### src/logic/fir_arith_pkg.sv
// FIR arithmetic widths
// Word sizes for each datapath stage and the product scale shift
package fir_arith_pkg;

	// Input and output sample width
	localparam int SAMPLE_W = 18;

	// Fold of two samples needs one extra bit
	localparam int PRESUM_W = SAMPLE_W + 1;

	// Product width after scaling
	localparam int PROD_W = 20;

	// Adder tree width, headroom for five products
	localparam int ACC_W = 23;

	// Normalization of raw coefficient products
	localparam int SCALE_SHIFT = 17;

	// *********************************************************
	// Datapath word types
	// *********************************************************
	typedef logic signed [SAMPLE_W-1:0] sample_t;
	typedef logic signed [PRESUM_W-1:0] presum_t;
	typedef logic signed [PROD_W-1:0]   prod_t;
	typedef logic signed [ACC_W-1:0]    acc_t;

endpackage

### src/logic/fir_coeff_pkg.sv
// FIR coefficient set
// Tap counts, symmetric coefficient table and pipeline depth
package fir_coeff_pkg;

	// Full filter length
	localparam int NUM_TAPS = 10;

	// Unique coefficients of a symmetric filter
	localparam int NUM_UNIQ = NUM_TAPS / 2;

	// Coefficient word
	localparam int COEFF_W = 18;

	typedef logic signed [COEFF_W-1:0] coeff_t;

	// *********************************************************
	// Coefficient table
	// *********************************************************
	// Entry k weights the fold of tap k with tap NUM_TAPS-1-k
	// Outer taps first, centre pair last
	localparam coeff_t COEFF [NUM_UNIQ] = '{
		18'sd88,
		18'sd0,
		-18'sd97,
		-18'sd197,
		-18'sd294
	};

	// *********************************************************
	// Pipeline depth
	// *********************************************************
	// Tap line, pre-add, multiply, three tree levels, output reg
	localparam int PIPE_LATENCY = 7;

endpackage

### src/logic/fir_tap_line.sv
// FIR tap delay line
// Shifts in one sample per enabled edge, all ten taps visible
`timescale 1ns/1ps

module fir_tap_line (
	input  logic                  clk,
	input  logic                  reset,
	input  logic                  i_clk_ena,
	input  fir_arith_pkg::sample_t i_sample,
	output fir_arith_pkg::sample_t o_taps [fir_coeff_pkg::NUM_TAPS]
);
	import fir_arith_pkg::*;
	import fir_coeff_pkg::*;

	// *********************************************************
	// Shift register
	// *********************************************************
	// Tap 0 holds the newest sample
	// Invalid samples shift in too, the valid flag runs alongside
	always_ff @(posedge clk or posedge reset) begin
		if (reset) begin
			// Zero history after reset
			for (int i = 0; i < NUM_TAPS; i++) begin
				o_taps[i] <= '0;
			end
		end else if (i_clk_ena) begin
			o_taps[0] <= i_sample;
			// Older samples move one tap down the line
			for (int i = 1; i < NUM_TAPS; i++) begin
				o_taps[i] <= o_taps[i-1];
			end
		end
	end

endmodule

### src/logic/fir_preadd.sv
// FIR symmetric pre-adder
// Folds tap k with its mirror tap, one registered sum per coefficient
`timescale 1ns/1ps

module fir_preadd (
	input  logic                   clk,
	input  logic                   reset,
	input  logic                   i_clk_ena,
	input  fir_arith_pkg::sample_t i_taps [fir_coeff_pkg::NUM_TAPS],
	output fir_arith_pkg::presum_t o_sums [fir_coeff_pkg::NUM_UNIQ]
);
	import fir_arith_pkg::*;
	import fir_coeff_pkg::*;

	// Combinational folds before the register
	presum_t fold [NUM_UNIQ];

	// Sign extend both taps so the sum cannot wrap
	always_comb begin
		for (int k = 0; k < NUM_UNIQ; k++) begin
			fold[k] = presum_t'(i_taps[k]) + presum_t'(i_taps[NUM_TAPS-1-k]);
		end
	end

	// *********************************************************
	// Pre-sum register
	// *********************************************************
	always_ff @(posedge clk or posedge reset) begin
		if (reset) begin
			for (int k = 0; k < NUM_UNIQ; k++) begin
				o_sums[k] <= '0;
			end
		end else if (i_clk_ena) begin
			o_sums <= fold;
		end
	end

endmodule

### src/logic/fir_mult_stage.sv
// FIR coefficient multipliers
// Weights each pre-sum by its coefficient and scales the product down
`timescale 1ns/1ps

module fir_mult_stage (
	input  logic                   clk,
	input  logic                   reset,
	input  logic                   i_clk_ena,
	input  fir_arith_pkg::presum_t i_sums  [fir_coeff_pkg::NUM_UNIQ],
	output fir_arith_pkg::prod_t   o_prods [fir_coeff_pkg::NUM_UNIQ]
);
	import fir_arith_pkg::*;
	import fir_coeff_pkg::*;

	// Full precision product word
	typedef logic signed [PRESUM_W+COEFF_W-1:0] raw_t;

	raw_t raw    [NUM_UNIQ];
	raw_t scaled [NUM_UNIQ];

	// *********************************************************
	// Multiply and scale
	// *********************************************************
	always_comb begin
		for (int k = 0; k < NUM_UNIQ; k++) begin
			// Both operands widened first, keeps the multiply signed
			raw[k] = raw_t'(i_sums[k]) * raw_t'(COEFF[k]);
			// Arithmetic shift keeps the sign of negative products
			scaled[k] = raw[k] >>> SCALE_SHIFT;
		end
	end

	// Scaled value always fits PROD_W bits
	// Coefficient magnitudes are small against 2^17
	always_ff @(posedge clk or posedge reset) begin
		if (reset) begin
			for (int k = 0; k < NUM_UNIQ; k++) begin
				o_prods[k] <= '0;
			end
		end else if (i_clk_ena) begin
			for (int k = 0; k < NUM_UNIQ; k++) begin
				o_prods[k] <= scaled[k][PROD_W-1:0];
			end
		end
	end

endmodule

### src/logic/fir_adder_tree.sv
// FIR adder tree
// Three registered levels sum the five scaled products
`timescale 1ns/1ps

module fir_adder_tree (
	input  logic                 clk,
	input  logic                 reset,
	input  logic                 i_clk_ena,
	input  fir_arith_pkg::prod_t i_prods [fir_coeff_pkg::NUM_UNIQ],
	output fir_arith_pkg::acc_t  o_acc
);
	import fir_arith_pkg::*;
	import fir_coeff_pkg::*;

	// Products widened to tree precision
	acc_t prod_ext [NUM_UNIQ];

	// Level 1 partial sums and bypass
	acc_t l1_sum_a;
	acc_t l1_sum_b;
	acc_t l1_byp;

	// Level 2 sum and bypass
	acc_t l2_sum;
	acc_t l2_byp;

	always_comb begin
		for (int k = 0; k < NUM_UNIQ; k++) begin
			prod_ext[k] = acc_t'(i_prods[k]);
		end
	end

	// *********************************************************
	// Level 1
	// *********************************************************
	// Pairs 0+1 and 2+3, product 4 has no partner
	always_ff @(posedge clk or posedge reset) begin
		if (reset) begin
			l1_sum_a <= '0;
			l1_sum_b <= '0;
			l1_byp   <= '0;
		end else if (i_clk_ena) begin
			l1_sum_a <= prod_ext[0] + prod_ext[1];
			l1_sum_b <= prod_ext[2] + prod_ext[3];
			l1_byp   <= prod_ext[4];
		end
	end

	// *********************************************************
	// Level 2
	// *********************************************************
	// Odd operand rides the bypass for one more level
	always_ff @(posedge clk or posedge reset) begin
		if (reset) begin
			l2_sum <= '0;
			l2_byp <= '0;
		end else if (i_clk_ena) begin
			l2_sum <= l1_sum_a + l1_sum_b;
			l2_byp <= l1_byp;
		end
	end

	// *********************************************************
	// Level 3
	// *********************************************************
	// Final sum of all five weighted folds
	always_ff @(posedge clk or posedge reset) begin
		if (reset) begin
			o_acc <= '0;
		end else if (i_clk_ena) begin
			o_acc <= l2_sum + l2_byp;
		end
	end

endmodule

### src/logic/fir_valid_align.sv
// FIR valid alignment
// Delays the input valid flag by the full datapath depth
`timescale 1ns/1ps

module fir_valid_align (
	input  logic clk,
	input  logic reset,
	input  logic i_clk_ena,
	input  logic i_valid,
	output logic o_valid
);
	import fir_coeff_pkg::*;

	// One flag per pipeline stage
	logic [PIPE_LATENCY-1:0] vld_sr;

	// Advances only when the datapath does
	always_ff @(posedge clk or posedge reset) begin
		if (reset) begin
			vld_sr <= '0;
		end else if (i_clk_ena) begin
			vld_sr <= {vld_sr[PIPE_LATENCY-2:0], i_valid};
		end
	end

	// Oldest flag qualifies the output register
	assign o_valid = vld_sr[PIPE_LATENCY-1];

endmodule

### src/logic/fir_top.sv
// Symmetric 10-tap FIR filter
// Tap line, pre-adders, multipliers and adder tree with a global stall
`timescale 1ns/1ps

module fir_top (
	input  logic                   clk,
	input  logic                   reset,
	input  logic                   i_clk_ena,
	input  logic                   i_valid,
	input  fir_arith_pkg::sample_t i_sample,
	output logic                   o_valid,
	output fir_arith_pkg::sample_t o_sample
);
	import fir_arith_pkg::*;
	import fir_coeff_pkg::*;

	// Stage to stage wires
	sample_t taps  [NUM_TAPS];
	presum_t sums  [NUM_UNIQ];
	prod_t   prods [NUM_UNIQ];
	acc_t    acc;

	// *********************************************************
	// Datapath
	// *********************************************************
	fir_tap_line u_tap_line (
		.clk       (clk),
		.reset     (reset),
		.i_clk_ena (i_clk_ena),
		.i_sample  (i_sample),
		.o_taps    (taps)
	);

	fir_preadd u_preadd (
		.clk       (clk),
		.reset     (reset),
		.i_clk_ena (i_clk_ena),
		.i_taps    (taps),
		.o_sums    (sums)
	);

	fir_mult_stage u_mult_stage (
		.clk       (clk),
		.reset     (reset),
		.i_clk_ena (i_clk_ena),
		.i_sums    (sums),
		.o_prods   (prods)
	);

	fir_adder_tree u_adder_tree (
		.clk       (clk),
		.reset     (reset),
		.i_clk_ena (i_clk_ena),
		.i_prods   (prods),
		.o_acc     (acc)
	);

	// Valid flag runs beside the data
	fir_valid_align u_valid_align (
		.clk       (clk),
		.reset     (reset),
		.i_clk_ena (i_clk_ena),
		.i_valid   (i_valid),
		.o_valid   (o_valid)
	);

	// *********************************************************
	// Output register
	// *********************************************************
	// Plain truncation, the scaled sum always fits the sample width
	always_ff @(posedge clk or posedge reset) begin
		if (reset) begin
			o_sample <= '0;
		end else if (i_clk_ena) begin
			o_sample <= acc[SAMPLE_W-1:0];
		end
	end

endmodule

### config.mk
export PLATFORM = sky130hd
export DESIGN_NAME = fir_top
export DESIGN_NICKNAME = d
export VERILOG_FILES = /design/src/logic/fir_arith_pkg.sv /design/src/logic/fir_coeff_pkg.sv /design/src/logic/fir_tap_line.sv /design/src/logic/fir_preadd.sv /design/src/logic/fir_mult_stage.sv /design/src/logic/fir_adder_tree.sv /design/src/logic/fir_valid_align.sv /design/src/logic/fir_top.sv
export SDC_FILE = /design/constraint.sdc
export NUM_CORES = 2
export LEC_CHECK = 0
export BUFFER_PORTS_ARGS = -buffer_cell sky130_fd_sc_hd__buf_4
export CORE_MARGIN = 2
export CORE_UTILIZATION = 45
export CTS_CLUSTER_SIZE = 20
export DETAILED_ROUTE_END_ITERATION = 8
export HOLD_SLACK_MARGIN = 0.08
export PLACE_DENSITY = 0.61
export SLEW_MARGIN = 20
export SYNTH_ARGS = -nofsm -noshare
export SYNTH_HDL_FRONTEND = slang
export SYNTH_SLANG_ARGS = --single-unit
### constraint.sdc
create_clock -name clk -period 18.7 [get_ports clk]
set_clock_uncertainty 0.05 [all_clocks]
set_input_delay 0.935 -clock clk [delete_from_list [all_inputs] [get_ports clk]]
set_output_delay 0.935 -clock clk [all_outputs]
set_load 0.01 [all_outputs]
==> impl_results.md <==
- Total met2 wirelength after detailed routing: between 20,000 and 30,000 µm
- Clock Latency Late Sink: approximately 0.58 ns
- Synth top area share: between 30% and 40%
- Synthesized cell area: approximately 30,000 µm²
- Post_cts resized: 0
- CP Capture Type: register
- Setup ws final: 12.80 ns
- Yosys reg bits: approximately 400
- Relative max-transition margin: 29.4%
- Outcome: finished, final reports clean
- Number of enable flip-flop cells after synthesis: 0
- Total GRT Usage: between 10% and 20%
- Remaining DRCs: 0
- Placed cell count: ~3.6k
- Synth unique cells: 66
- Full die area: 69,400 µm²
- CTS Hold Buffers Added: 0
- Clock-pin slew on the worst setup and hold paths: approximately 0.060 ns
- Fmax: approximately 0.17 GHz
- CP startpoint kind: register
- Synthesized net count: 3,408
- Area growth from synthesis to layout: 9.57%
- Min Tclk post-route: about 6 ns
- Number of CTS-inserted buffers: 47
- HP Class: in2async
- Post-Layout Cell Count: ~3.7k
- Post-DR wirelength/cell: 15.9 µm
- Largest net degree at the start of global routing: just under 200
- Routed Antenna Nets: 0
- Root Buffer: clkbuf_16
- Antenna violations before repair: 0
- Vias: roughly 19k
- Fraction of registers with async set or reset after synthesis: 100%
- I/O Pins: between 40 and 50
- N_diodes: 0
- Post-route cell area: 33,200 µm²
- WL met1: roughly 28,000 µm
- Initial drt markers: 779
- Port Buffers: 40
- Htree depth: 2
- Post-Syn Area per Cell: 11.0 µm²
- Post-DP Area: roughly 32,000 µm²
- Die Wd: 263 µm
- First-pass GRT wire length: between 100,000 and 150,000 µm
- Crit-path max FO: 5
- Initial core utilization: a little under half
- WL met3: 1360 µm
- Sink Count: 401
- Sequential area share after synthesis: approximately a third
- Rows: 95
- Largest cells by area after synthesis: dfrtp_1 33%, ha_1 17%, fa_1 15%, mux2_2 10%, inv_1 6.5%
- Vias in the first global route: 20.5k
- CP Class: reg2reg
- Cell accounting for the most synthesized area: dfrtp_1
- Period utilization: between 30% and 40%
- Most frequent cells in the layout: 526 x inv_1, 405 x ha_1, 401 x dfrtp_1, 282 x mux2_2, 231 x fa_1
- Mapped Cells: ~2.8k
- CTS tree: done
- Die H: 263 µm
- Post-DP HPWL: about 45,000 µm
- Main synth FF type: dfrtp_1
- Post-route setup TNS: 0 ns
- Place WS: roughly 13 ns
- Vias per cell: slightly above 5
- Routed WL: around 59,000 µm
- Max Cap Viol: 0
- Final-report setup violation count: 0
- CTS max path bufs: 3
- Most common cell after layout, fill and taps aside: inv_1
- Layout Nets: 3,446
- Data arrival, critical path: 6.32 ns
- DRT Pass-1 Iters: 4
- Yosys Warn Count: 0
- Share of cells above drive strength 1: around 15%
- Core ar.: roughly 67,000 µm²
- Final GP Congestion: between 0.8 and 0.9
- WP data required: roughly 19 ns
- Slew @ Worst Pin: roughly 1.1 ns
- Final Max Tran Viols: 0
- Final Hold Viols: 0
- Post-CTS Repair Setup Buffers: 0
- R2R cell count: 19
- RSZ-0062 raised after global routing: no
- DR top layer: met4
- Grt total ovfl: 0
==> final timing paths <==
path                                       startpoint                  endpoint  slack [ns]
worst max-delay path               u_preadd.o_sums[5]  u_mult_stage.o_prods[10]       12.80
worst min-delay path                            reset    u_tap_line.o_taps[162]        0.43
worst max register to register     u_preadd.o_sums[5]  u_mult_stage.o_prods[10]       12.80
worst min register to register  u_adder_tree.o_acc[4]     u_adder_tree.o_acc[4]        0.44
max in group asynchronous                       reset       u_preadd.o_sums[26]       16.23
min in group clk                u_adder_tree.o_acc[4]     u_adder_tree.o_acc[4]        0.44
==> critical path, stage by stage, from the launching register on <==
cell,delay [ns]
dfrtp_1,0.42
inv_1,0.09
ha_1,0.33
inv_1,0.11
fa_1,0.54
inv_1,0.05
fa_1,0.39
fa_1,0.52
inv_1,0.05
fa_1,0.45
ha_1,0.30
or4b_1,0.45
a221oi_1,0.61
o41ai_2,0.20
o21bai_2,0.25
o41a_1,0.25
a211o_1,0.25
a21oi_1,0.11
xnor2_1,0.13
mux2_2,0.26
==> layout make-up <==
cell class	instances	area (µm²)
clock buffer	62	1350
inverter	530	2000
tap	873	1090
timing repair buffer	47	389
multi-input combinational	1761	18100
clock inverter	22	274
fill	5976	33700
sequential	401	10000
==> cells by family after synthesis <==
| kind of cell | share of synthesized area [%] |
|---|---|
| muxes | 11.0 |
| and+or+nand+nor | 4.65 |
| AOI/OAI and AO/OA | 8.44 |
| buffers and inverters | 7.28 |
| DFF | 33.1 |
| xor gates and xnor gates | 3.50 |
| adders and majority gates | 32.0 |
==> synth_stat cells (18+ instances only) <==
master	instances
o21a_1	22
ha_1	405
a21oi_1	94
o21ai_1	78
clkbuf_1	52
nand3_1	18
a21o_1	49
o21ai_0	45
nand2_1	112
nor3_1	23
fa_1	231
nor2b_1	18
mux2_2	282
nor2_1	76
inv_1	527
xor2_1	36
xnor2_1	85
dfrtp_1	401
==> routing by layer <==
metal | up-vias | GRT usage (%)
met4 | 0 | 4.23
met1 | 9419 | 24.3
li1 | 9214 | -
met5 | - | 0
met3 | 80 | 2.06
met2 | 159 | 30.4
==> state kept, by name (all words and copies together) (netlist names) <==
register / cells
u_adder_tree.l1_sum_b: 12
u_adder_tree.l2_sum: 13
u_valid_align.vld_sr: 7
u_mult_stage.o_prods: 43
u_preadd.o_sums: 76
u_adder_tree.l1_byp: 12
u_adder_tree.l2_byp: 12
u_adder_tree.l1_sum_a: 10
o_sample: 18
u_adder_tree.o_acc: 18
u_tap_line.o_taps: 180
==> per-stage QoR <==
step / hold WS [ns] / util, %
finish: 0.427 / 49.6
global route: 0.461 / 49.6
CTS: 0.439 / 49.6
detailed placement: 0.426 / 47.2
global placement: 0.418 / 47.2
floorplan: 0.396 / -
Power is not shown: default switching activity piles up to over one toggle a cycle in this logic, so the estimate is an artifact.
